### src/hmem_cfg_pkg.sv
// Hart-local L2 cache configuration
// Fixed address and line geometry, plus the word types that every
// block of the cache and its external bus share

package hmem_cfg_pkg;

    // Byte address width
    localparam int ADDR_W = 32;

    // Line geometry
    localparam int LINE_BYTES = 32;
    localparam int OFFS_W     = $clog2(LINE_BYTES);

    // Core word widths
    localparam int IWORD_W = 32;
    localparam int DWORD_W = 64;

    typedef logic [ADDR_W-1:0]       addr_t;
    typedef logic [8*LINE_BYTES-1:0] line_t;
    typedef logic [IWORD_W-1:0]      iword_t;
    typedef logic [DWORD_W-1:0]      dword_t;
    typedef logic [OFFS_W-1:0]       offs_t;

endpackage

### src/hmem_line_buf.sv
// Per-port line buffer
// Holds one cache line with its set and tag, reports whether the
// requested address falls in it and picks the addressed word

module hmem_line_buf #(
    parameter int SETS = 16
) (
    input  logic                 clk,
    input  logic                 rst_n,
    input  logic                 ld_i,
    input  hmem_cfg_pkg::addr_t  ld_addr_i,
    input  hmem_cfg_pkg::line_t  ld_line_i,
    input  logic                 inv_i,
    input  hmem_cfg_pkg::addr_t  inv_addr_i,
    input  hmem_cfg_pkg::addr_t  req_addr_i,
    output logic                 match_o,
    output hmem_cfg_pkg::iword_t iword_o,
    output hmem_cfg_pkg::dword_t dword_o
);
    import hmem_cfg_pkg::*;

    localparam int SET_W = $clog2(SETS);
    localparam int TAG_W = ADDR_W - OFFS_W - SET_W;

    logic             valid_q;
    logic [SET_W-1:0] set_q;
    logic [TAG_W-1:0] tag_q;
    line_t            line_q;

    assign match_o = valid_q && set_q == req_addr_i[OFFS_W +: SET_W]
                     && tag_q == req_addr_i[ADDR_W-1 -: TAG_W];

    // Data word by bits 4:3, instruction half by bit 2
    assign dword_o = line_q[DWORD_W*req_addr_i[OFFS_W-1:3] +: DWORD_W];
    assign iword_o = req_addr_i[2] ? dword_o[63:32] : dword_o[31:0];

    always_ff @(posedge clk) begin
        if (!rst_n) begin
            valid_q <= 1'b0;
        end else if (ld_i) begin
            valid_q <= 1'b1;
        end else if (inv_i && set_q == inv_addr_i[OFFS_W +: SET_W]
                     && tag_q == inv_addr_i[ADDR_W-1 -: TAG_W]) begin
            valid_q <= 1'b0;
        end
    end

    always_ff @(posedge clk) begin
        if (ld_i) begin
            set_q  <= ld_addr_i[OFFS_W +: SET_W];
            tag_q  <= ld_addr_i[ADDR_W-1 -: TAG_W];
            line_q <= ld_line_i;
        end
    end

endmodule

### config.mk
export PLATFORM = sky130hd
export DESIGN_NAME = hmem_line_buf
export DESIGN_NICKNAME = d
export VERILOG_FILES = /design/src/hmem_cfg_pkg.sv /design/src/hmem_line_buf.sv
export SDC_FILE = /design/constraint.sdc
export NUM_CORES = 1
export LEC_CHECK = 0
export BUFFER_PORTS_ARGS = -buffer_cell sky130_fd_sc_hd__buf_2
export CORE_AREA = 2 2 175 177
export DETAILED_ROUTE_END_ITERATION = 8
export DIE_AREA = 0 0 177 179
export PLACE_DENSITY = 0.7
export RECOVER_POWER = 25
export SYNTH_ARGS = -nofsm -noshare
export SYNTH_HDL_FRONTEND = slang
export SYNTH_SLANG_ARGS = --single-unit
### constraint.sdc
create_clock -name clk -period 4.43 [get_ports clk]
set_input_delay 0.2215 -clock clk [delete_from_list [all_inputs] [get_ports clk]]
set_output_delay 0.2215 -clock clk [all_outputs]
set_load 0.05 [all_outputs]
==> results of run 1 <==
## stage by stage
| stage | area, µm² | setup WS, ns | hold slack [ns] | instances |
|---|---|---|---|---|
| floorplan | 11130 | 1.614 | 0.3204 | 476 |
| global placement | 13710 | 1.832 | 0.3974 | 1297 |
| detailed placement | 13710 | 1.843 | 0.3996 | 1297 |
## cell usage after synthesis
cell | count | area (µm²)
edfxtp_1 | 283 | 8498
mux4_2 | 60 | 1351
xnor2_1 | 38 | 332.8
mux2_2 | 32 | 360.4
xor2_1 | 13 | 113.9
nand4_1 | 9 | 56.30
buf_12 | 6 | 120.1
buf_2 | 6 | 30.03
clkbuf_1 | 5 | 18.77
nor4_1 | 5 | 31.28
mux4_1 | 4 | 105.1
a21oi_1 | 2 | 10.01
inv_1 | 2 | 7.510
a2111oi_0 | 1 | 8.760
buf_6 | 1 | 11.26
dfxtp_1 | 1 | 20.02
nand2b_1 | 1 | 6.260
nand3_1 | 1 | 5.000
nand4b_1 | 1 | 8.760
nor2_1 | 1 | 3.750
nor2b_1 | 1 | 6.260
o2111ai_1 | 1 | 8.760
o21ai_0 | 1 | 5.000
or4_1 | 1 | 7.510
## kinds of logic after synthesis
family / share of synthesized area
AOI/OAI and AO/OA: 0.002924
buffers and inverters: 0.01687
xor gates and xnor gates: 0.04014
and+or+nand+nor: 0.01124
DFF: 0.7655
muxes: 0.1633
==> flow_metrics.env, run 1 <==
export IMPL_cts_sinks=284
export IMPL_gp_congestion=0.8203
export IMPL_synth_seq_area_share=0.7655
export IMPL_ys_ff_latch=284
export IMPL_dp_hpwl_um=20600
export IMPL_die_x_um=177
export IMPL_initial_utilization=0.3705
export IMPL_pin_count=453
export IMPL_root_buffer="clkbuf_16"
export IMPL_stop_error="[ERROR RSZ-0060] Max buffer count reached."
export IMPL_yosys_cell_types_count=24
export IMPL_numCtsBuffers=30
export IMPL_postCtsSetupRepairBufs=0
export IMPL_cts_resized=0
export IMPL_io_buffer_count=440
export IMPL_cts_max_level=1
export IMPL_dieHeight_um=179
export IMPL_rows=64
export IMPL_lastStage="clock tree synthesis (4_1_cts)"
export IMPL_cts_path_max_buffers=3
export IMPL_syn_inst=476
export IMPL_status="did not finish"
export IMPL_synth_warnings=0
export IMPL_postCtsHoldBufs=271
export IMPL_avgSynthCellArea_um2=23.38
export IMPL_synth_area_um2=11130
export IMPL_syn_nets=832
==> run 2: changes to the inputs <==
--- a/config.mk
+++ b/config.mk
@@ -6,10 +6,10 @@
 export NUM_CORES = 1
 export LEC_CHECK = 0
 export BUFFER_PORTS_ARGS = -buffer_cell sky130_fd_sc_hd__buf_2
-export CORE_AREA = 2 2 175 177
+export CORE_MARGIN = 1
+export CORE_UTILIZATION = 30
 export DETAILED_ROUTE_END_ITERATION = 8
-export DIE_AREA = 0 0 177 179
-export PLACE_DENSITY = 0.7
+export PLACE_DENSITY_LB_ADDON = 0.15
 export RECOVER_POWER = 25
 export SYNTH_ARGS = -nofsm -noshare
 export SYNTH_HDL_FRONTEND = slang
==> run 2 against run 1 <==
Effect of this change: the flow now finishes without violations; synthesized area is the same; synthesized cell count is the same.
==> flow_metrics.env, run 2 <==
export IMPL_status="completed"
export IMPL_fillers=3181
export IMPL_dp_slack_ns=1.816
export IMPL_synth_top_area_frac=0.7637
export IMPL_numCtsBuffers=34
export IMPL_fin_crit_sh=0.5766
export IMPL_max_slew_margin=0.3092
export IMPL_grt_max_degree=112
export IMPL_synth_seq_area_share=0.7655
export IMPL_worst_pin_slew_ns=1.036
export IMPL_final_cell_mix="437 x buf_2, 284 x dlygate4sd3_1, 283 x edfxtp_1, 60 x mux4_2, 38 x xnor2_1"
export IMPL_netlist_top_cells_count="283 x edfxtp_1, 60 x mux4_2, 38 x xnor2_1, 32 x mux2_2, 13 x xor2_1"
export IMPL_cp_top_family="buffers and inverters"
export IMPL_critical_path_buf_inv_count=3
export IMPL_synth_top_cells_by_area="edfxtp_1 76%, mux4_2 12%, mux2_2 3.2%"
export IMPL_required_ns=4.21
export IMPL_grt_pass1_wl_um=46520
export IMPL_wirelength_um=30450
export IMPL_io_buffer_count=440
export IMPL_syn_nets=832
export IMPL_whs_ns=0.04515
export IMPL_die_x_um=194.6
export IMPL_cts_sinks=284
export IMPL_synth_top_area_cell="edfxtp_1"
export IMPL_postCtsHoldBufs=284
export IMPL_critPathKind="in2out"
export IMPL_synth_most_common_cell="edfxtp_1"
export IMPL_min_period_ns=2.554
export IMPL_fp_coreArea_um2=36520
export IMPL_tns_ns=0
export IMPL_root_buffer="clkbuf_16"
export IMPL_regMostFlops="line_q"
export IMPL_dieHeight_um=194.6
export IMPL_gp_congestion=0.7868
export IMPL_max_freq_mhz=391.5
export IMPL_vias=7485
export IMPL_grt_util_all_layers=0.1612
export IMPL_finalSetupViolCount=0
export IMPL_drc_errors=0
export IMPL_ys_flop_type="edfxtp_1"
export IMPL_clock_skew_ns=0.007842
export IMPL_cts_path_max_buffers=3
export IMPL_cap_violations=0
export IMPL_rsz0062_at_grt="no"
export IMPL_synth_async_reset_ratio=0
export IMPL_clkTransAtPathRegs_ns=0.05
export IMPL_avgSynthCellArea_um2=23.38
export IMPL_syn_inst=476
export IMPL_drtPass1Iterations=4
export IMPL_hold_viol_final=0
export IMPL_post_drt_via_cell_ratio=4.362
export IMPL_area_growth_pct=58.60
export IMPL_final_common_cell="buf_2"
export IMPL_wl_per_cell_um=17.74
export IMPL_drtIter0Drc=231
export IMPL_top_regs="line_q: 256 flops, tag_q: 23 flops, set_q: 4 flops"
export IMPL_fin_ws_ns=1.876
export IMPL_cts_tree="yes"
export IMPL_postCtsSetupRepairBufs=0
export IMPL_grt_pass1_vias=8399
export IMPL_largest_register_ffs=256
export IMPL_grt_overflow=0
export IMPL_p_leak_nw=6.935
export IMPL_crit_chain="buf_4, buf_12, mux4_2, mux2_2, buf_2"
export IMPL_synth_edff_count=283
export IMPL_cts_max_level=2
export IMPL_antenna_found_initial=1
export IMPL_pin_count=453
export IMPL_worst_path_max_fanout=33
export IMPL_drive_above_1_share=0.4651
export IMPL_worstSetupEndpointType="output port"
export IMPL_cp_start_kind="input port"
export IMPL_cp_data_arrival_time_ns=2.33
export IMPL_dp_hpwl_um=20730
export IMPL_synth_area_um2=11130
export IMPL_hold_path_class="in2reg"
export IMPL_slew_viol_final=0
export IMPL_ys_ff_latch=284
export IMPL_die_area_um2=37860
export IMPL_insertion_delay_ns=0.50
export IMPL_power_density_nw_per_um2=399.7
export IMPL_cpMaxStageDelayCell="mux4_2"
export IMPL_nets=1580
export IMPL_rows=70
export IMPL_initial_utilization=0.3047
export IMPL_cts_resized=0
export IMPL_slowest_delay_ns=0.60
export IMPL_synth_warnings=0
export IMPL_ir_drop_v=0.0003410
export IMPL_yosys_cell_types_count=24
export IMPL_ant_nets=0
[run 2: cell counts after synthesis]
Identical to the previous run, type by type.
[run 2: cells by family after synthesis]
kind of cell,synth area share
simple gates,0.01124
compound gates,0.002924
buf+inv,0.01687
xor+xnor,0.04014
flops,0.7655
mux,0.1633
[run 2: power breakdown]
part           switching [mW]  internal, mW  leakage (nW)
Clock                    1.06          1.43         0.481
Combinational           0.759         0.544          3.68
Sequential             0.0614          3.20          2.78
[run 2: stage by stage]
step / total power, mW / util / instances / cell area (µm²)
floorplan: 4.023 / - / 476 / 11130
finish: 7.054 / 0.4832 / 1716 / 17650
global placement: 4.410 / 0.3784 / 1372 / 13820
CTS: 7.164 / 0.4831 / 1715 / 17640
global route: 7.334 / 0.4832 / 1716 / 17650
detailed placement: 4.419 / 0.3784 / 1372 / 13820
[run 2: final timing paths]
check	from	to	slack (ns)	depth (start not counted)
setup / recovery	req_addr_i[3]	iword_o[31]	1.88	5
setup reg to reg	tag_q[9]$_DFFE_PP_	valid_q$_SDFFE_PN0P_	2.73	5
hold / removal	inv_addr_i[10]	valid_q$_SDFFE_PN0P_	0.05	3
hold reg to reg	valid_q$_SDFFE_PN0P_	valid_q$_SDFFE_PN0P_	0.55	2
[run 2: final cells by class]
type | instances | area (µm²) | area share
Antenna cell | 1 | 2.502 | 0.0001418
Sequential cell | 284 | 8518 | 0.4827
Tap cell | 468 | 585.6 | 0.03318
Clock buffer | 44 | 898.4 | 0.05091
Multi-Input combinational cell | 172 | 2421 | 0.1372
Clock inverter | 15 | 83.83 | 0.004750
Inverter | 2 | 7.507 | 0.0004254
Timing Repair Buffer | 730 | 5130 | 0.2907
[run 2: worst min-delay path: stages]
cell	delay [ns]
buf_2	0.09
a2111oi_0	0.08
a21oi_1	0.11
[run 2: routing by layer]
| metal | global-route usage | vias to the layer above | routed length [µm] |
|---|---|---|---|
| met5 | 0 | - | 0 |
| met4 | 0.04997 | 0 | 656 |
| met3 | 0.03696 | 47 | 1813 |
| met2 | 0.2877 | 283 | 15830 |
| met1 | 0.1920 | 3648 | 12140 |
| li1 | - | 3507 | - |
(Power assumes the default switching activity.)
