[config.mk]
export PLATFORM = sky130hd
export DESIGN_NAME = hmem_ctrl
export DESIGN_NICKNAME = d
export VERILOG_FILES = /design/src/hmem_cfg_pkg.sv /design/src/hmem_if_pkg.sv /design/src/hmem_ctrl.sv
export SDC_FILE = /design/constraint.sdc
export NUM_CORES = 1
export LEC_CHECK = 0
export BUFFER_PORTS_ARGS = -buffer_cell sky130_fd_sc_hd__buf_2
export CAP_MARGIN = 15
export CORE_AREA = 2 2 603 605
export CTS_CLUSTER_SIZE = 14
export DETAILED_ROUTE_END_ITERATION = 7
export DIE_AREA = 0 0 605 607
export PLACE_DENSITY = 0.31
export RECOVER_POWER = 25
export SLEW_MARGIN = 20
export SYNTH_ARGS = -nofsm -noshare
export SYNTH_HDL_FRONTEND = slang
export SYNTH_SLANG_ARGS = --single-unit
export TNS_END_PERCENT = 1
[constraint.sdc]
create_clock -name clk -period 12.53 [get_ports clk]
set_input_delay 2.506 -clock clk [delete_from_list [all_inputs] [get_ports clk]]
set_output_delay 2.506 -clock clk [all_outputs]
set_load 0.01 [all_outputs]
[src/hmem_cfg_pkg.sv]
// Hart-local L2 cache configuration
// Fixed address and line geometry, plus the word types that every
// block of the cache and its external bus share

package hmem_cfg_pkg;

    // Byte address width
    localparam int ADDR_W = 32;

    // Line geometry
    localparam int LINE_BYTES = 32;
    localparam int OFFS_W     = $clog2(LINE_BYTES);

    // Core word widths
    localparam int IWORD_W = 32;
    localparam int DWORD_W = 64;

    typedef logic [ADDR_W-1:0]       addr_t;
    typedef logic [8*LINE_BYTES-1:0] line_t;
    typedef logic [IWORD_W-1:0]      iword_t;
    typedef logic [DWORD_W-1:0]      dword_t;
    typedef logic [OFFS_W-1:0]       offs_t;

endpackage

[src/hmem_if_pkg.sv]
// Hart-local L2 cache interface types
// Request structs on the core ports and the memory bus, the store
// fill record and the controller state encoding

package hmem_if_pkg;

    // Line-wide request towards external memory
    typedef struct packed {
        hmem_cfg_pkg::addr_t addr;
        hmem_cfg_pkg::line_t wline;
        logic                rd;
        logic                wr;
    } mem_req_t;

    // Data port request, whole aligned 64-bit words only
    typedef struct packed {
        hmem_cfg_pkg::addr_t  addr;
        hmem_cfg_pkg::dword_t wdata;
        logic                 rd;
        logic                 wr;
    } dport_req_t;

    // Instruction port request
    typedef struct packed {
        hmem_cfg_pkg::addr_t addr;
        logic                rd;
    } iport_req_t;

    // Tag and line RAM write, fields sized for the largest geometry
    typedef struct packed {
        logic [7:0]          set;
        logic [2:0]          way;
        hmem_cfg_pkg::addr_t tag;
        hmem_cfg_pkg::line_t line;
    } fill_t;

    typedef enum logic [2:0] {
        READY,
        FETCH_I,
        LOAD_I,
        FETCH_D,
        LOAD_D,
        WRITE
    } ctrl_state_e;

endpackage

[src/hmem_ctrl.sv]
// L2 cache controller
// Serves buffer misses by loading from the line RAM or fetching from
// memory, data port first, and runs write-through with allocate.
// Keeps a copy of the data buffer line as the base for word merges

module hmem_ctrl #(
    parameter int SETS = 16,
    parameter int WAYS = 4
) (
    input  logic                    clk,
    input  logic                    rst_n,
    input  hmem_if_pkg::iport_req_t i_req_i,
    input  hmem_if_pkg::dport_req_t d_req_i,
    input  logic                    i_match_i,
    input  logic                    d_match_i,
    input  logic                    i_hit_i,
    input  logic [$clog2(WAYS)-1:0] i_way_i,
    input  logic                    d_hit_i,
    input  logic [$clog2(WAYS)-1:0] d_way_i,
    input  logic [$clog2(WAYS)-1:0] victim_i,
    input  hmem_cfg_pkg::line_t     d_line_i,
    input  hmem_cfg_pkg::line_t     mem_rdata_i,
    input  logic                    mem_dv_i,
    output hmem_if_pkg::fill_t      fill_o,
    output logic                    fill_en_o,
    output logic                    i_rd_en_o,
    output logic [$clog2(SETS)-1:0] i_rd_set_o,
    output logic [$clog2(WAYS)-1:0] i_rd_way_o,
    output logic                    d_rd_en_o,
    output logic [$clog2(SETS)-1:0] d_rd_set_o,
    output logic [$clog2(WAYS)-1:0] d_rd_way_o,
    output logic                    touch_en_o,
    output logic [$clog2(SETS)-1:0] touch_set_o,
    output logic [$clog2(WAYS)-1:0] touch_way_o,
    output logic [$clog2(SETS)-1:0] vic_set_o,
    output logic                    i_ld_o,
    output logic                    d_ld_o,
    output hmem_cfg_pkg::line_t     ld_line_o,
    output hmem_if_pkg::mem_req_t   mem_req_o,
    output logic                    stall_o,
    output logic                    inv_ok_o
);
    import hmem_cfg_pkg::*;
    import hmem_if_pkg::*;

    localparam int SET_W = $clog2(SETS);
    localparam int WAY_W = $clog2(WAYS);

    ctrl_state_e      state_q;
    ctrl_state_e      state_d;
    logic             wr_q;
    logic             wr_done_q;

    // Write buffer and merge base
    addr_t            addr_q;
    dword_t           wdata_q;
    logic [WAY_W-1:0] way_q;
    line_t            base_q;
    line_t            merged;

    logic             d_wr;
    logic             d_miss;
    logic             i_miss;
    logic             sel_d;
    addr_t            sel_addr;
    logic             sel_hit;
    logic [WAY_W-1:0] sel_way;

    // The cycle after WRITE acknowledges the write, so it is not restarted
    assign d_wr   = d_req_i.wr && !wr_done_q;
    assign d_miss = d_req_i.rd && !d_match_i;
    assign i_miss = i_req_i.rd && !i_match_i;

    assign sel_d    = d_wr || d_miss;
    assign sel_addr = sel_d ? d_req_i.addr : i_req_i.addr;
    assign sel_hit  = sel_d ? d_hit_i : i_hit_i;
    assign sel_way  = !sel_hit ? victim_i : (sel_d ? d_way_i : i_way_i);

    always_comb begin
        state_d = state_q;
        case (state_q)
            READY: begin
                if (d_wr) begin
                    state_d = d_match_i ? WRITE : (d_hit_i ? LOAD_D : FETCH_D);
                end else if (d_miss) begin
                    state_d = d_hit_i ? LOAD_D : FETCH_D;
                end else if (i_miss) begin
                    state_d = i_hit_i ? LOAD_I : FETCH_I;
                end
            end
            FETCH_I: if (mem_dv_i) state_d = READY;
            LOAD_I:  state_d = READY;
            FETCH_D: if (mem_dv_i) state_d = wr_q ? WRITE : READY;
            LOAD_D:  state_d = wr_q ? WRITE : READY;
            default: state_d = READY;
        endcase
    end

    always_ff @(posedge clk) begin
        if (!rst_n) begin
            state_q   <= READY;
            wr_q      <= 1'b0;
            wr_done_q <= 1'b0;
        end else begin
            state_q   <= state_d;
            wr_done_q <= state_q == WRITE;
            if (state_q == READY && state_d != READY) begin
                wr_q <= d_wr;
            end
        end
    end

    always_ff @(posedge clk) begin
        if (state_q == READY) begin
            addr_q  <= sel_addr;
            wdata_q <= d_req_i.wdata;
            way_q   <= sel_way;
        end
        // Mirror of whatever the data buffer takes
        if (d_ld_o) begin
            base_q <= ld_line_o;
        end
    end

    always_comb begin
        merged = base_q;
        merged[DWORD_W*addr_q[OFFS_W-1:3] +: DWORD_W] = wdata_q;
    end

    // RAM reads are issued in READY and seen during LOAD
    assign i_rd_en_o  = state_q == READY && state_d == LOAD_I;
    assign i_rd_set_o = i_req_i.addr[OFFS_W +: SET_W];
    assign i_rd_way_o = i_way_i;
    assign d_rd_en_o  = state_q == READY && state_d == LOAD_D;
    assign d_rd_set_o = d_req_i.addr[OFFS_W +: SET_W];
    assign d_rd_way_o = d_way_i;

    assign vic_set_o   = sel_addr[OFFS_W +: SET_W];
    assign touch_en_o  = state_q == READY && state_d != READY;
    assign touch_set_o = vic_set_o;
    assign touch_way_o = sel_way;

    assign fill_en_o   = ((state_q == FETCH_I || state_q == FETCH_D) && mem_dv_i)
                         || state_q == WRITE;
    assign fill_o.set  = 8'(addr_q[OFFS_W +: SET_W]);
    assign fill_o.way  = 3'(way_q);
    assign fill_o.tag  = addr_q >> (OFFS_W + SET_W);
    assign fill_o.line = state_q == WRITE ? merged : mem_rdata_i;

    assign i_ld_o = (state_q == FETCH_I && mem_dv_i) || state_q == LOAD_I;
    assign d_ld_o = (state_q == FETCH_D && mem_dv_i) || state_q == LOAD_D
                    || state_q == WRITE;

    always_comb begin
        case (state_q)
            WRITE:   ld_line_o = merged;
            LOAD_D:  ld_line_o = d_line_i;
            default: ld_line_o = mem_rdata_i;
        endcase
    end

    assign mem_req_o.addr  = {addr_q[ADDR_W-1:OFFS_W], {OFFS_W{1'b0}}};
    assign mem_req_o.wline = merged;
    assign mem_req_o.rd    = state_q == FETCH_I || state_q == FETCH_D;
    assign mem_req_o.wr    = state_q == WRITE;

    assign stall_o  = state_q != READY || (!wr_done_q && (d_wr || d_miss || i_miss));
    assign inv_ok_o = state_q == READY;

endmodule

==> flow_results.xml <==
<?xml version="1.0" encoding="UTF-8"?>
<metrics>
  <group name="global_routing">
    <metric name="first_global_vias" unit="">28011</metric>
    <metric name="grt_start_max_net_pins" unit="">163</metric>
    <metric name="antenna_found_initial" unit="">201</metric>
    <metric name="grt_use_total" unit="">0.1740</metric>
    <metric name="grt_overflow" unit="">0</metric>
    <metric name="grt_pass1_wl" unit="mm">393.9</metric>
  </group>
  <group name="pwr">
    <metric name="vdd.ir_drop.worst" unit="mV">0.1169</metric>
    <metric name="share_comb_of_total_power" unit="">0.457</metric>
    <metric name="power_density" unit="nW/µm²">165.1</metric>
    <metric name="power.switching_fraction" unit="">0.4886</metric>
    <metric name="power.share.sequential" unit="">0.251</metric>
    <metric name="power_leakage" unit="nW">17.50</metric>
    <metric name="switchingPower" unit="W">0.003132</metric>
    <metric name="clockPowerShare" unit="">0.292</metric>
    <metric name="intPower" unit="W">0.003279</metric>
  </group>
  <group name="placement">
    <metric name="dp.final_hpwl" unit="mm">282.0</metric>
    <metric name="pre_cts_slack" unit="ns">5.452</metric>
    <metric name="place_congestion" unit="">0.9021</metric>
    <metric name="numPortBuffers" unit="">1505</metric>
    <metric name="placedInstanceArea" unit="µm²">36760</metric>
  </group>
  <group name="cts">
    <metric name="cts.clk_slew.worst_paths" unit="ns">0.06</metric>
    <metric name="cts.hold.buffers_added" unit="">0</metric>
    <metric name="total_of_cells_resized_after_clock_tree_synthesis" unit="">0</metric>
    <metric name="clock_tree.root_cell" unit="">sky130_fd_sc_hd__clkbuf_16</metric>
    <metric name="cts_made_buffers" unit="">58</metric>
    <metric name="post-cts-setup-buffers" unit="">0</metric>
    <metric name="cts_num_sinks" unit="">356</metric>
    <metric name="cts-htree-levels" unit="">2</metric>
    <metric name="clk-insertion-delay-late" unit="ns">0.77</metric>
    <metric name="clk_path_buf_depth" unit="">3</metric>
    <metric name="cts_tree" unit="">yes</metric>
  </group>
  <group name="final_layout">
    <metric name="num-nets-final" unit="">5195</metric>
    <metric name="area_delta_synth_final" unit="%">62.99</metric>
    <metric name="finish.utilization" unit="">0.1076</metric>
    <metric name="drive_gt1_frac" unit="">0.3732</metric>
    <metric name="final_design_area_no_fill" unit="µm²">38840</metric>
  </group>
  <group name="min_path">
    <metric name="worstHoldPathType" unit="">reg2reg</metric>
  </group>
  <group name="sta">
    <metric name="final-setup-viol-count" unit="">0</metric>
    <metric name="fmax" unit="MHz">105.6</metric>
    <metric name="max_slew.worst_pin.slew" unit="ns">3.236</metric>
    <metric name="fin_tns_setup" unit="ns">0</metric>
    <metric name="post-route-worst-setup-slack" unit="ns">3.062</metric>
    <metric name="worst_clock_skew" unit="ns">0.04458</metric>
    <metric name="rsz0062_at_grt" unit="">no</metric>
    <metric name="slew_viol_final" unit="">354</metric>
    <metric name="report.final.hold_viol_count" unit="">0</metric>
    <metric name="post-route-period-util" unit="">0.7556</metric>
    <metric name="fin_crit" unit="ns">9.468</metric>
    <metric name="slew_headroom" unit="">-1.158</metric>
  </group>
  <group name="detailed_routing">
    <metric name="drt_first_iter_violations" unit="">2918</metric>
    <metric name="num_vias" unit="">30539</metric>
    <metric name="wl_per_cell" unit="µm">35.40</metric>
    <metric name="wl" unit="mm">334.2</metric>
    <metric name="drtAntennaViolNets" unit="">0</metric>
    <metric name="drc_errors" unit="">0</metric>
    <metric name="vias_per_cell" unit="">3.235</metric>
    <metric name="drt_pre_antenna_iters" unit="">6</metric>
  </group>
  <group name="yosys">
    <metric name="synth_top_cell_by_area" unit="">sky130_fd_sc_hd__edfxtp_1</metric>
    <metric name="ys_top_cells_by_count" unit="">sky130_fd_sc_hd__nand2_1, sky130_fd_sc_hd__a21oi_1, sky130_fd_sc_hd__o21ai_0</metric>
    <metric name="synth_flop_cell" unit="">sky130_fd_sc_hd__edfxtp_1</metric>
    <metric name="synth_top_area_share" unit="">0.4423</metric>
    <metric name="ys_warn_count" unit="">0</metric>
    <metric name="synthesis.area" unit="µm²">23830</metric>
    <metric name="synth_seq_area_share" unit="">0.4465</metric>
    <metric name="syn-instance-count" unit="">3151</metric>
    <metric name="avgSynthCellArea" unit="µm²">7.563</metric>
    <metric name="yosys.cell_types.count" unit="">42</metric>
    <metric name="main_area_contributors_after_synthesis" unit="">sky130_fd_sc_hd__edfxtp_1, sky130_fd_sc_hd__a21oi_1, sky130_fd_sc_hd__nand2_1</metric>
    <metric name="post-synth-top-count-cell" unit="">sky130_fd_sc_hd__nand2_1</metric>
    <metric name="postSynthRegisterBits" unit="">356</metric>
    <metric name="async_reset_ff_frac" unit="">0</metric>
    <metric name="number_of_enable_type_register_cells_in_the_synthesized_netlist" unit="">351</metric>
  </group>
  <group name="die">
    <metric name="fp.dieH" unit="µm">607</metric>
    <metric name="coreArea" unit="µm²">360900</metric>
    <metric name="io_pins" unit="">1531</metric>
    <metric name="initial_core_util" unit="">0.06604</metric>
    <metric name="num_rows" unit="">221</metric>
    <metric name="chipWidth" unit="µm">605</metric>
    <metric name="die-area" unit="µm²">367200</metric>
  </group>
  <group name="worst_setup_path">
    <metric name="slowest_stage" unit="">sky130_fd_sc_hd__clkbuf_1</metric>
    <metric name="timing.critical_path.cells" unit="">inv_1 -&gt; nand2_1 -&gt; clkbuf_1 -&gt; buf_4 -&gt; o21ai_0 -&gt; buf_2</metric>
    <metric name="crit_type" unit="">reg2out</metric>
    <metric name="crit_path_end_kind" unit="">primary output</metric>
    <metric name="worst-endpoint-arrival" unit="ns">6.96</metric>
    <metric name="critPathMaxFanout" unit="">69</metric>
    <metric name="cpLargestDelayFamily" unit="">buffers and inverters</metric>
    <metric name="cpPeakStageDelay" unit="ns">1.98</metric>
    <metric name="timing.critical_path.buf_inv" unit="">4</metric>
    <metric name="cp-start-kind" unit="">register</metric>
    <metric name="required" unit="ns">10.02</metric>
  </group>
  <group name="status">
    <metric name="status" unit="">finished, violations left</metric>
    <metric name="violations" unit="">max-capacitance violations, max-slew violations</metric>
  </group>
  <group name="job">
    <metric name="max_cap_violations" unit="">9</metric>
  </group>
</metrics>
## power by group through the flow
stage	clock network, W	logic [W]	registers (W)
floorplan	0	0.00106	0.00161
global placement	0	0.00310	0.00163
detailed placement	0	0.00309	0.00163
CTS	0.00197	0.00310	0.00161
global route	0.00199	0.00317	0.00163
finish	0.00187	0.00293	0.00161
## metrics by stage
stage	hold slack [ns]	power (W)	std cells
after floorplan	0.5115	0.002667	3169
after global placement	0.5421	0.004738	9268
after detailed placement	0.5433	0.004724	9268
after CTS	0.5520	0.006679	9376
after global routing	0.5850	0.006780	9405
final	0.5559	0.006411	9441
## routing by layer
| metal | routed length, µm | share of wire | up-vias | GRT usage |
|---|---|---|---|---|
| met2 | 161700 | 0.48 | 1729 | 0.2985 |
| met5 | 374 | 0.0011 | - | 0 |
| met3 | 30720 | 0.092 | 403 | 0.05964 |
| met4 | 8777 | 0.026 | 58 | 0.04133 |
| li1 | - | - | 13285 | - |
| met1 | 132700 | 0.40 | 15064 | 0.2068 |
## cell families after synthesis
logic type / synth area share
AND/OR/NAND/NOR: 0.2133
flip-flops: 0.4465
adder cells (fa/ha/maj): 0.002625
buffers and inverters: 0.1169
AO/OA/AOI/OAI: 0.2205
other: 0.0001574
## cell type report
class | instances | area, µm²
inverters | 263 | 996.0
clock buffers | 66 | 1481
multi-input cells | 2224 | 10510
flip-flops and latches | 356 | 10640
repair buffers | 1631 | 8487
clock inverters | 42 | 564.3
diodes | 65 | 162.7
fillers | 42371 | 322000
well taps | 4794 | 5998
## cells in the final DEF (no fill, tap or decap), types with 2 or more instances in the layout
master	Yosys	routed
sky130_fd_sc_hd__bufinv_16	0	12
sky130_fd_sc_hd__nand2b_1	2	2
sky130_fd_sc_hd__nor2_1	265	265
sky130_fd_sc_hd__ha_4	0	2
sky130_fd_sc_hd__clkbuf_1	127	27
sky130_fd_sc_hd__a21oi_1	514	514
sky130_fd_sc_hd__nand3_1	3	3
sky130_fd_sc_hd__buf_12	0	4
sky130_fd_sc_hd__conb_1	1	19
sky130_fd_sc_hd__nand2_1	607	609
sky130_fd_sc_hd__clkinv_1	0	11
sky130_fd_sc_hd__a21boi_1	2	2
sky130_fd_sc_hd__o22ai_1	2	2
sky130_fd_sc_hd__o21ai_1	64	64
sky130_fd_sc_hd__diode_2	0	65
sky130_fd_sc_hd__clkinv_4	0	2
sky130_fd_sc_hd__and3_1	2	2
sky130_fd_sc_hd__o211ai_1	2	2
sky130_fd_sc_hd__buf_2	61	1493
sky130_fd_sc_hd__ha_1	5	3
sky130_fd_sc_hd__clkinvlp_4	0	5
sky130_fd_sc_hd__dfxtp_1	5	5
sky130_fd_sc_hd__inv_1	263	261
sky130_fd_sc_hd__edfxtp_1	351	351
sky130_fd_sc_hd__o21ai_0	452	452
sky130_fd_sc_hd__clkinv_2	0	8
sky130_fd_sc_hd__inv_6	0	2
sky130_fd_sc_hd__nor2b_1	261	261
sky130_fd_sc_hd__clkbuf_16	0	58
sky130_fd_sc_hd__nor3_1	2	2
sky130_fd_sc_hd__buf_4	125	115
## registers in the layout, indices dropped and copies added, names as in the netlist
register	cells
addr_q	29
wr_done_q	1
base_q	256
way_q	2
wr_q	1
wdata_q	64
state_q	3
## worst min-delay path: stages (launching register included)
cell and delay (ns):
sky130_fd_sc_hd__dfxtp_1 0.34, sky130_fd_sc_hd__nand2_1 0.06, sky130_fd_sc_hd__o221ai_1 0.10
## path summary, 6_finish.rpt
kind	slack, ns	startpoint	cells after the start	to
max	3.06	state_q[1]$_SDFF_PN0_	6	ld_line_o[61]
min	0.56	wr_q$_SDFFE_PN0P_	2	wr_q$_SDFFE_PN0P_
max reg2reg	5.30	state_q[1]$_SDFF_PN0_	6	base_q[74]$_DFFE_PP_
min reg2reg	0.56	wr_q$_SDFFE_PN0P_	2	wr_q$_SDFFE_PN0P_
Power figures use the tool's default switching activity.
