<file path="src/hmem_plru.sv">
// Tree pseudo-LRU replacement state
// One WAYS-1 bit tree per set; a node bit of 1 points to the left
// subtree as the next victim, 0 to the right one

module hmem_plru #(
    parameter int SETS = 16,
    parameter int WAYS = 4
) (
    input  logic                    clk,
    input  logic                    rst_n,
    input  logic                    touch_en_i,
    input  logic [$clog2(SETS)-1:0] touch_set_i,
    input  logic [$clog2(WAYS)-1:0] touch_way_i,
    input  logic [$clog2(SETS)-1:0] vic_set_i,
    output logic [$clog2(WAYS)-1:0] victim_o
);

    localparam int WAY_W = $clog2(WAYS);
    localparam int LVLS  = $clog2(WAYS);

    logic [WAYS-2:0] tree_q [SETS];

    // Walk from the leaf to the root, turning each node away from the way
    function automatic logic [WAYS-2:0] touch(input logic [WAYS-2:0] t,
                                              input logic [WAY_W-1:0] way);
        int node;
        int parent;
        node = int'(way) + WAYS - 1;
        for (int l = 0; l < LVLS; l++) begin
            parent = (node - 1) / 2;
            // Odd nodes are left children
            t[parent] = node[0] ? 1'b0 : 1'b1;
            node = parent;
        end
        return t;
    endfunction

    always_comb begin
        int node;
        node = 0;
        for (int l = 0; l < LVLS; l++) begin
            node = tree_q[vic_set_i][node] ? 2 * node + 1 : 2 * node + 2;
        end
        victim_o = WAY_W'(node - (WAYS - 1));
    end

    always_ff @(posedge clk) begin
        if (!rst_n) begin
            for (int s = 0; s < SETS; s++) begin
                tree_q[s] <= '1;
            end
        end else if (touch_en_i) begin
            tree_q[touch_set_i] <= touch(tree_q[touch_set_i], touch_way_i);
        end
    end

endmodule

</file>
<file path="config.mk">
export PLATFORM = sky130hd
export DESIGN_NAME = hmem_plru
export DESIGN_NICKNAME = d
export VERILOG_FILES = /design/src/hmem_plru.sv
export SDC_FILE = /design/constraint.sdc
export NUM_CORES = 1
export LEC_CHECK = 0
export ABC_AREA = 1
export BUFFER_PORTS_ARGS = -buffer_cell sky130_fd_sc_hd__buf_2
export CAP_MARGIN = 20
export CORE_MARGIN = 3
export CORE_UTILIZATION = 40
export CTS_BUF_LIST = sky130_fd_sc_hd__clkbuf_8
export DETAILED_ROUTE_END_ITERATION = 12
export GPL_TIMING_DRIVEN = 1
export HOLD_SLACK_MARGIN = 0.08
export PLACE_DENSITY_LB_ADDON = 0.2
export SLEW_MARGIN = 0
export SYNTH_ARGS = -nofsm -noshare
export SYNTH_HDL_FRONTEND = slang
export SYNTH_SLANG_ARGS = --single-unit
</file>
<file path="constraint.sdc">
create_clock -name clk -period 5.6 [get_ports clk]
set_input_delay 0.28 -clock clk [delete_from_list [all_inputs] [get_ports clk]]
set_output_delay 0.28 -clock clk [all_outputs]
set_load 0.02 [all_outputs]
</file>
==> reports/qor.csv, run 1 <==
stage,metric,value,unit
sta,rsz0062_at_grt,false,
route,drtIter0Drc,355,
logic_synthesis,synth.avg_cell_area,7.22,sq um
cells_and_area,nNetsFinal,617,
hold_path,hold_path.class,in -> reg,
grt,grt_pass1_wl,19700,microns
place,dp_hpwl,9010,microns
floorplan,coreArea,0.0100,sq mm
cells_and_area,n_antenna_cell,0,
logic_synthesis,synth.area.top_cells,"edfxtp_1 34%, nand2_1 14%, nand3_1 7.5%, nor2_1 6.3%, o21ai_0 4.6%",
route,routed_via_density,5.67,
sta,slew_headroom,31.8,%
cts,cts_tree,yes,
route,wl,12000,microns
cells_and_area,syn_to_final_growth,6.78,%
sta,maxSlewViolCount,0,
place,gp_routability_congestion,0.934,
cts,insertion_delay,0.31,ns
floorplan,num_rows,36,
logic_synthesis,synth_fa_ha_area_share,4.14,%
cts,cts_buffers,5,
logic_synthesis,muxShareOfSynthArea,0.237,%
cts,clockBufferDepth,2,
critical_path,rrSetupSlack,3.16,ns
route,top_layer,met4,
logic_synthesis,ys_types,41,
cts,clk_pin_slew,0.09,ns
cells_and_area,drive_gt1_share,13.7,%
route,drt-pass1-iter-count,5,
critical_path,max_stage_delay,0.42,ns
critical_path,reg2reg_from,tree_q[4][0],
route,wl_met2,5910,microns
logic_synthesis,synth_area_leader_cell,edfxtp_1,
logic_synthesis,synthArstFlopShare,0,%
cells_and_area,top_register,tree_q,
critical_path,crit_arrival,5.11,ns
route,ant_nets,0,
logic_synthesis,yosys.area_share.simple,40.2,%
run,drv_cap,0,
sta,worst_hold_slack,0.500,ns
logic_synthesis,synth_ff_type,edfxtp_1,
hold_path,min_path_cells,2,
grt,globalRoute.totalOverflow,0,
logic_synthesis,synth-edff-count,48,
floorplan,die_area,0.0118,sq mm
sta,finalHoldViolations,0,
grt,track_usage,21.1,%
floorplan,die_x,109,microns
critical_path,critPathMostFrequentCell,nand2_1,
logic_synthesis,ys_seq_area_share,34.1,%
sta,finalSetupTns,0,ns
grt,antenna_found_initial,0,
route,routedWlPerCell,16.5,microns
sta,min_period,5.06,ns
hold_path,holdPathEnd,tree_q[7][1],
place,place_ws,0.0377,ns
place,io_buffer_count,14,
power_and_ir_drop,power.density,206,mW/mm^2
sta,setup_viol,0,
logic_synthesis,yosysTopAreaCellShare,34.1,%
cts,cts_hold_buf,0,
place,post_dp_cell_area,0.00438,sq mm
critical_path,critPathMaxFanout,16,
grt,grt_max_degree,27,
place,dp.cells,716,
power_and_ir_drop,leakagePower,1.74,nW
logic_synthesis,postSynthRegisterBits,48,
hold_path,worstHoldStart,rst_n,
logic_synthesis,yosysWarnings,0,
logic_synthesis,syn_nets,613,
logic_synthesis,synth_top_family_by_area,simple AND/OR/NAND/NOR gates,
sta,post-route-period-util,90.4,%
grt,grt_pass1_vias,3958,
logic_synthesis,netlist_area,0.00423,sq mm
floorplan,start_util,42.1,%
route,dr_wl_met3,662,microns
critical_path,crit_family,simple AND/OR/NAND/NOR gates,
critical_path,reg2regPathDepth,6,
cells_and_area,mostFrequentLayoutCells,"158 x nand2_1, 71 x nor2_1, 63 x nand3_1",
route,post-route-drc-count,0,
critical_path,cpMaxStageDelayCell,ha_2,
critical_path,endpoint_kind,flop,
critical_path,rr_endpoint,tree_q[11][0],
floorplan,die_h,109,microns
cells_and_area,largest_reg_flops,48,
cts,cts-root-buf,clkbuf_8,
critical_path,path_buf_inv,5,
floorplan,ios,15,
cells_and_area,layout_commonest_cell,nand2_1,
route,drt-met1-wl,5120,microns
sta,fin_skew,0.00428,ns
critical_path,crit_required,5.65,ns
power_and_ir_drop,peakVddDrop,186,uV
logic_synthesis,synth_compound_area_share,12.8,%
cts,cts.sinks,48,
cts,htreeDepth,2,
sta,tightestPinTransition,1.02,ns
cells_and_area,fin_cells,724,
cells_and_area,design_area,0.00452,sq mm
sta,fin_ws,0.538,ns
outcome,outcome,finished clean,
logic_synthesis,synth_xor_xnor_area_share,0.621,%
logic_synthesis,syn_inst,586,
critical_path,path_class,in -> reg,
critical_path,critPathLaunchType,input pin,
route,num_vias,4102,
cells_and_area,reg_top3,tree_q: 48 flops,
sta,fmax,198,MHz
==> where the power goes <==
part           switching (mW)  leakage, nW  internal [mW]
logic                   0.198         1.34         0.0844
registers             0.00202        0.344          0.398
clock network           0.119       0.0593          0.131
total                   0.319         1.74          0.613
==> cell families (layout without fill, tap and decap cells) <==
| group | Yosys count | in the layout |
|---|---|---|
| adder cells (fa/ha/maj) | 14 | 14 |
| XOR/XNOR | 3 | 3 |
| multiplexers | 1 | 1 |
| AND/OR/NAND/NOR | 353 | 353 |
| AO/OA/AOI/OAI | 87 | 87 |
| buffers and inverters | 80 | 85 |
| flip-flops | 48 | 48 |
==> routing by layer <==
layer	up-vias	track usage (%)
met4	0	6.49
met5	-	0
met2	166	37.0
li1	1999	-
met1	1911	27.1
met3	26	2.72
==> synth_stat cells, types with 3 or more instances <==
master / count
nand2_1: 158
nor2_1: 71
nand3_1: 63
inv_1: 51
edfxtp_1: 48
o21ai_0: 39
a22oi_1: 20
nand3_2: 15
clkbuf_1: 14
ha_1: 14
nand4_1: 12
nor2_2: 11
a21oi_1: 8
inv_2: 8
nand2_2: 7
nand2_4: 4
nor2_4: 4
o221ai_1: 4
clkinv_1: 3
o22ai_1: 3
==> layout make-up <==
class | instances | area, sq um
fillers | 1045 | 5530
clock inverters | 3 | 38.8
inverters | 62 | 233
clock buffers | 5 | 68.8
repair buffers | 15 | 77.6
well taps | 133 | 166
flip-flops and latches | 48 | 1440
multi-input cells | 458 | 2490
==> per-stage QoR <==
stage	utilization, %	power [mW]
detailed placement	43.6	0.682
global placement	43.6	0.679
CTS	44.7	0.926
floorplan	-	0.615
finish	45.0	0.932
global route	45.0	0.981
==> worst max path at each step <==
stage,from,to,slack (ns),cells past startpoint
2_1_floorplan,touch_way_i[0],tree_q[14][0],1.16,31
3_3_place_gp,touch_way_i[0],tree_q[11][0],0.26,31
3_5_place_dp,touch_way_i[0],tree_q[9][0],0.04,31
4_1_cts,touch_way_i[0],tree_q[10][0],0.34,31
5_1_grt,touch_way_i[0],tree_q[9][0],0.05,32
6_report,touch_way_i[0],tree_q[11][0],0.54,32
==> worst register-to-register path, cell delays in order, from the launching register on <==
cell and delay, ns:
edfxtp_1 0.42, a22oi_1 0.25, a21boi_0 0.17, a2111oi_0 0.64
mux2i_1 0.34, nand2_8 0.27, nand3_1 0.10
==> timing repair <==
action / 4_1_cts / 5_1_grt
endpoints found under the setup margin: 0 / 16
resized for setup: 0 / 4
buffers inserted: 0 / 0
endpoints found under the hold margin: 0 / 0
No activity file was read; power rests on OpenSTA's default activity.
==> inputs of run 2 (changes only) <==
--- a/config.mk
+++ b/config.mk
@@ -15,6 +15,7 @@
 export GPL_TIMING_DRIVEN = 1
 export HOLD_SLACK_MARGIN = 0.08
 export PLACE_DENSITY_LB_ADDON = 0.2
+export REMOVE_ABC_BUFFERS = 1
 export SLEW_MARGIN = 0
 export SYNTH_ARGS = -nofsm -noshare
 export SYNTH_HDL_FRONTEND = slang
==> run 2 against run 1 <==
Against the previous run:
- clock power is 25% lower
- core utilization is 0.44 points lower
- fmax is 0.81% lower
- sequential share of layout area is 0.31 points higher
- hold slack better by 0.026 ns
- design area is 0.97% lower
- wire length is 2.0% lower
- global-route usage is 0.64 points lower
- combinational power hardly changed
- clock skew is 0.0047 ns higher
- largest cell class unchanged
==> reports/qor.csv, run 2 (synthesis gave the netlist of run 1 again) <==
stage,metric,value,unit,change
cells_and_area,syn_to_final_growth,5.74,%,
route,routed_via_density,5.63,,-0.59%
grt,grt_pass1_vias,3778,,-4.5%
route,num_vias,4061,,-1.0%
cts,cts_buffers,5,,unchanged
critical_path,crit_arrival,5.13,ns,+0.02 ns
power_and_ir_drop,internal_power,563,uW,-8.2%
cts,cts_hold_buf,0,,unchanged
place,io_buffer_count,14,,unchanged
floorplan,ios,15,,unchanged
floorplan,coreArea,0.0100,sq mm,unchanged
sta,slew_headroom,35.3,%,+3.5 points
grt,globalRoute.totalOverflow,0,,unchanged
cts,cts_tree,yes,,
power_and_ir_drop,power.share.switching,35.4,%,+1.1 points
route,drt-pass1-iter-count,5,,unchanged
floorplan,num_rows,36,,unchanged
cells_and_area,reg_top3,tree_q: 48 flops,,
floorplan,die_area,0.0118,sq mm,unchanged
cells_and_area,mostFrequentLayoutCells,"158 x nand2_1, 71 x nor2_1, 63 x nand3_1",,
power_and_ir_drop,clockPowerShare,21.5,%,-5.3 points
place,gp_routability_congestion,0.973,,+4.2%
sta,rsz0062_at_grt,false,,
power_and_ir_drop,leakagePower,1.72,nW,-1.4%
power_and_ir_drop,power.density,195,mW/mm^2,-5.7%
critical_path,critPathMostFrequentCell,nand2_1,,
sta,setup_viol,0,,unchanged
route,ant_nets,0,,unchanged
cells_and_area,n_antenna_cell,0,,unchanged
route,wl,11700,microns,-2.0%
floorplan,start_util,42.1,%,unchanged
cells_and_area,largest_reg_flops,48,,unchanged
place,dp_hpwl,8920,microns,-0.97%
critical_path,crit_required,5.63,ns,-0.02 ns
sta,fin_skew,0.00901,ns,+0.00473 ns
outcome,outcome,finished clean,,
cells_and_area,top_register,tree_q,,
route,routedWlPerCell,16.3,microns,-1.6%
critical_path,path_class,in -> reg,,
place,post_dp_cell_area,0.00438,sq mm,unchanged
power_and_ir_drop,combPwrFrac,32.6,%,+2.3 points
cts,insertion_delay,0.30,ns,about the same
sta,tightestPinTransition,0.966,ns,-0.0529 ns
cts,cts.sinks,48,,unchanged
cts,clockBufferDepth,2,,unchanged
hold_path,hold_path.class,in -> reg,,
sta,min_period,5.10,ns,+0.0413 ns
cts,clk_pin_slew,0.08,ns,about the same
grt,grt_max_degree,27,,unchanged
cells_and_area,layout_commonest_cell,nand2_1,,
grt,antenna_found_initial,0,,unchanged
floorplan,die_x,109,microns,unchanged
route,drtIter0Drc,331,,-6.8%
cells_and_area,nNetsFinal,617,,unchanged
grt,grt_pass1_wl,19000,microns,-3.7%
power_and_ir_drop,peakVddDrop,148,uV,-21%
power_and_ir_drop,power_frac_seq,45.9,%,+3.0 points
run,drv_cap,0,,unchanged
critical_path,cpMaxStageDelayCell,ha_2,,
floorplan,die_h,109,microns,unchanged
cts,htreeDepth,2,,unchanged
sta,finalHoldViolations,0,,unchanged
critical_path,critPathMaxFanout,16,,unchanged
critical_path,critPathLaunchType,input pin,,
cells_and_area,post-route-util,44.5,%,-0.44 points
cells_and_area,design_area,0.00447,sq mm,-0.97%
sta,finalSetupTns,0,ns,unchanged
cts,cts-root-buf,clkbuf_8,,
sta,maxSlewViolCount,0,,unchanged
power_and_ir_drop,p_switching,308,uW,-3.5%
critical_path,endpoint_kind,flop,,
grt,track_usage,20.5,%,-0.64 points
sta,fmax,196,MHz,-0.81%
critical_path,max_stage_delay,0.41,ns,about the same
cells_and_area,drive_gt1_share,13.3,%,-0.44 points
route,post-route-drc-count,0,,unchanged
sta,post-route-period-util,91.1,%,+0.74 points
run 2: critical path, delay by kind of cell:
family          cells  cell delay [ns]
simple gates       21             2.80
compound gates      1             0.20
fa+ha+maj           5             1.32
buf+inv             4             0.53
run 2: what timing repair did:
action | CTS | global route
endpoints found under the setup margin | 0 | 16
resized for setup | 0 | 3
setup buffers | 0 | 0
run 2: cell type report:
class	count	area (sq um)
fill	988	5570
sequential	48	1440
timing repair buffer	15	77.6
clock buffer	5	68.8
multi-input combinational	458	2480
inverter	62	233
tap	133	166
run 2: per-layer routing:
layer	track usage [%]	part of all wire, %	vias to the layer above
met5	0	0	-
met4	4.96	1.6	0
met2	33.3	46	144
met1	29.3	46	1898
li1	-	-	2002
met3	2.25	6.6	17
run 2: power groups by stage:
stage                     clock network (mW)  logic [mW]  registers (mW)
after floorplan                            0       0.198           0.407
after global placement                     0       0.275           0.408
after detailed placement                   0       0.275           0.408
after CTS                              0.188       0.277           0.400
after global routing                   0.205       0.317           0.400
final                                  0.187       0.284           0.400
run 2: path summary, 6_finish.rpt:
| path | start | endpoint | slack (ns) | cells past startpoint |
|---|---|---|---|---|
| worst min-delay path | rst_n | tree_q[3][2] | 0.53 | 2 |
| worst max-delay path | touch_way_i[0] | tree_q[13][0] | 0.50 | 31 |
| worst min register to register | tree_q[13][1] | tree_q[3][1] | 1.18 | 4 |
| worst max register to register | tree_q[7][0] | tree_q[13][0] | 3.26 | 6 |
run 2: per-stage QoR:
stage | cells | hold WS [ns] | setup WS [ns] | power (mW)
2_1_floorplan | 568 | 0.509 | 1.05 | 0.604
3_3_place_gp | 716 | 0.812 | 0.256 | 0.683
3_5_place_dp | 716 | 0.822 | 0.0635 | 0.683
4_1_cts | 721 | 0.521 | 0.374 | 0.865
5_1_grt | 721 | 0.544 | 0.0295 | 0.922
6_report | 721 | 0.527 | 0.497 | 0.871
==> inputs of run 3 (changes only) <==
--- a/config.mk
+++ b/config.mk
@@ -6,7 +6,7 @@
 export NUM_CORES = 1
 export LEC_CHECK = 0
 export ABC_AREA = 1
-export BUFFER_PORTS_ARGS = -buffer_cell sky130_fd_sc_hd__buf_2
+export BUFFER_PORTS_ARGS = -buffer_cell sky130_fd_sc_hd__buf_4
 export CAP_MARGIN = 20
 export CORE_MARGIN = 3
 export CORE_UTILIZATION = 40
==> run 3 against run 2 <==
Against the previous run:
- hold slack got worse by 0.099 ns
- setup slack better by 0.0084 ns
- die area is the same
- sequential power is essentially flat
- cell count increased by 0.28%
- flip-flop and latch count did not move
- fmax grew 0.17%
- design area grew 2.2%
- clock skew grew 0.0019 ns
- core utilization grew 0.96 points
- critical path depth decreased by 1
- non-clock buffer count decreased by 1
- highest routed layer unchanged
==> reports/qor.csv, run 3 (synthesis gave the netlist of run 1 again) <==
stage,metric,value,unit,change
critical_path,endpoint_kind,flop,,
power_and_ir_drop,power_frac_seq,40.2,%,-5.7 points
floorplan,start_util,42.1,%,unchanged
cts,clockBufferDepth,2,,unchanged
cells_and_area,design_area,0.00457,sq mm,+2.2%
power_and_ir_drop,power.density,218,mW/mm^2,+12%
cts,htreeDepth,2,,unchanged
grt,grt_pass1_wl,18500,microns,-2.3%
power_and_ir_drop,power.share.switching,33.1,%,-2.3 points
cts,cts.sinks,48,,unchanged
cts,insertion_delay,0.31,ns,about the same
route,routed_via_density,5.47,,-2.9%
grt,grt_max_degree,27,,unchanged
critical_path,max_stage_delay,0.46,ns,+0.05 ns
route,wl,11500,microns,-2.0%
sta,maxSlewViolCount,0,,unchanged
cells_and_area,reg_top3,tree_q: 48 flops,,
floorplan,num_rows,36,,unchanged
sta,tightestPinTransition,1.06,ns,+0.0942 ns
power_and_ir_drop,peakVddDrop,166,uV,+12%
floorplan,die_x,109,microns,unchanged
route,drt-pass1-iter-count,5,,unchanged
place,post_dp_cell_area,0.00441,sq mm,+0.63%
cts,cts_buffers,5,,unchanged
outcome,outcome,finished clean,,
cts,cts_tree,yes,,
grt,antenna_found_initial,0,,unchanged
route,post-route-drc-count,0,,unchanged
critical_path,path_class,in -> reg,,
cells_and_area,largest_reg_flops,48,,unchanged
hold_path,hold_path.class,in -> reg,,
cells_and_area,nNetsFinal,616,,-0.16%
route,routedWlPerCell,15.9,microns,-2.2%
cells_and_area,n_antenna_cell,0,,unchanged
power_and_ir_drop,p_switching,329,uW,+6.8%
grt,grt_pass1_vias,3725,,-1.4%
route,ant_nets,0,,unchanged
place,dp.cells,715,,-0.14%
route,num_vias,3953,,-2.7%
place,dp_hpwl,8650,microns,-3.0%
sta,rsz0062_at_grt,false,,
floorplan,ios,15,,unchanged
route,drtIter0Drc,337,,+1.8%
cells_and_area,n_fill_cell,995,,+0.71%
floorplan,die_area,0.0118,sq mm,unchanged
cts,cts_hold_buf,0,,unchanged
power_and_ir_drop,total_power,994,uW,+14%
cells_and_area,mostFrequentLayoutCells,"158 x nand2_1, 71 x nor2_1, 63 x nand3_1",,
critical_path,crit_arrival,5.15,ns,+0.02 ns
place,io_buffer_count,14,,unchanged
place,gp_routability_congestion,0.986,,+1.3%
grt,track_usage,20.0,%,-0.49 points
sta,fmax,196,MHz,+0.17%
critical_path,cpMaxStageDelayCell,ha_2,,
cells_and_area,top_register,tree_q,,
cts,clk_pin_slew,0.10,ns,+0.02 ns
power_and_ir_drop,internal_power,665,uW,+18%
sta,finalHoldViolations,0,,unchanged
power_and_ir_drop,clockPowerShare,31.1,%,+9.6 points
sta,slew_headroom,29.0,%,-6.3 points
cts,cts-root-buf,clkbuf_8,,
cells_and_area,syn_to_final_growth,8.02,%,
floorplan,coreArea,0.0100,sq mm,unchanged
grt,globalRoute.totalOverflow,0,,unchanged
cells_and_area,drive_gt1_share,13.6,%,+0.29 points
power_and_ir_drop,leakagePower,1.76,nW,+2.3%
critical_path,critPathLaunchType,input pin,,
cells_and_area,fin_cells,723,,+0.28%
sta,finalSetupTns,0,ns,unchanged
sta,setup_viol,0,,unchanged
floorplan,die_h,109,microns,unchanged
sta,worst_hold_slack,0.428,ns,-0.0989 ns
sta,fin_skew,0.0109,ns,+0.00193 ns
run,drv_cap,0,,unchanged
critical_path,crit_required,5.65,ns,+0.02 ns
critical_path,critPathMaxFanout,16,,unchanged
power_and_ir_drop,combPwrFrac,28.7,%,-3.9 points
sta,post-route-period-util,91.0,%,-0.15 points
sta,min_period,5.09,ns,-0.00844 ns
cells_and_area,layout_commonest_cell,nand2_1,,
==> run 3: cell types whose count changed in the layout (fill, tap and decap cells not counted), sizes merged <==
cell    delta
bufinv     +2
buf        -1
inv        +1
==> run 3: metrics by stage <==
step / setup WS (ns) / util (%)
2_1_floorplan: 1.05 / -
3_3_place_gp: 0.263 / 43.9
3_5_place_dp: 0.0871 / 43.9
4_1_cts: 0.412 / 45.3
5_1_grt: 0.0597 / 45.5
6_report: 0.506 / 45.5
==> run 3: power groups by stage <==
stage	Sequential (mW)	Clock [mW]	Combinational, mW
2_1_floorplan	0.407	0	0.198
3_3_place_gp	0.408	0	0.276
3_5_place_dp	0.408	0	0.277
4_1_cts	0.400	0.308	0.278
5_1_grt	0.400	0.320	0.317
6_report	0.400	0.309	0.285
==> run 3: worst paths after layout <==
check                                     from            end  slack (ns)  depth (start not counted)
worst max register to register    tree_q[7][0]  tree_q[11][0]        3.28                          6
worst min register to register   tree_q[13][2]   tree_q[7][2]        1.16                          4
worst max-delay path            touch_way_i[0]  tree_q[11][0]        0.51                         30
worst min-delay path                     rst_n   tree_q[3][2]        0.43                          2
==> run 3: what timing repair did <==
| item | 4_1_cts | 5_1_grt |
|---|---|---|
| buffers inserted | 0 | 0 |
| endpoints found under the hold margin | 0 | 0 |
| setup endpoints to repair | 0 | 16 |
| resized for setup | 0 | 3 |
==> run 3: final cells by class <==
| class | instances | area, sq um | share of cell area [%] |
|---|---|---|---|
| multi-input combinational | 458 | 2480 | 54.4 |
| sequential | 48 | 1440 | 31.6 |
| inverter | 62 | 233 | 5.09 |
| tap | 133 | 166 | 3.64 |
| timing repair buffer | 14 | 105 | 2.30 |
| clock buffer | 5 | 68.8 | 1.51 |
| clock inverter | 3 | 68.8 | 1.51 |
==> run 3: per-layer routing <==
metal / global-route usage [%] / part of all wire [%]
met5: 0 / 0
met4: 4.60 / 1.4
met3: 3.08 / 5.5
met2: 32.5 / 46
met1: 28.1 / 48
==> run 3: critical path, delay by kind of cell <==
family,cells,cell delay (ns)
and+or+nand+nor,20,2.74
adders and majority gates,6,1.57
AOI/OAI and AO/OA,1,0.21
buffers and inverters,3,0.33
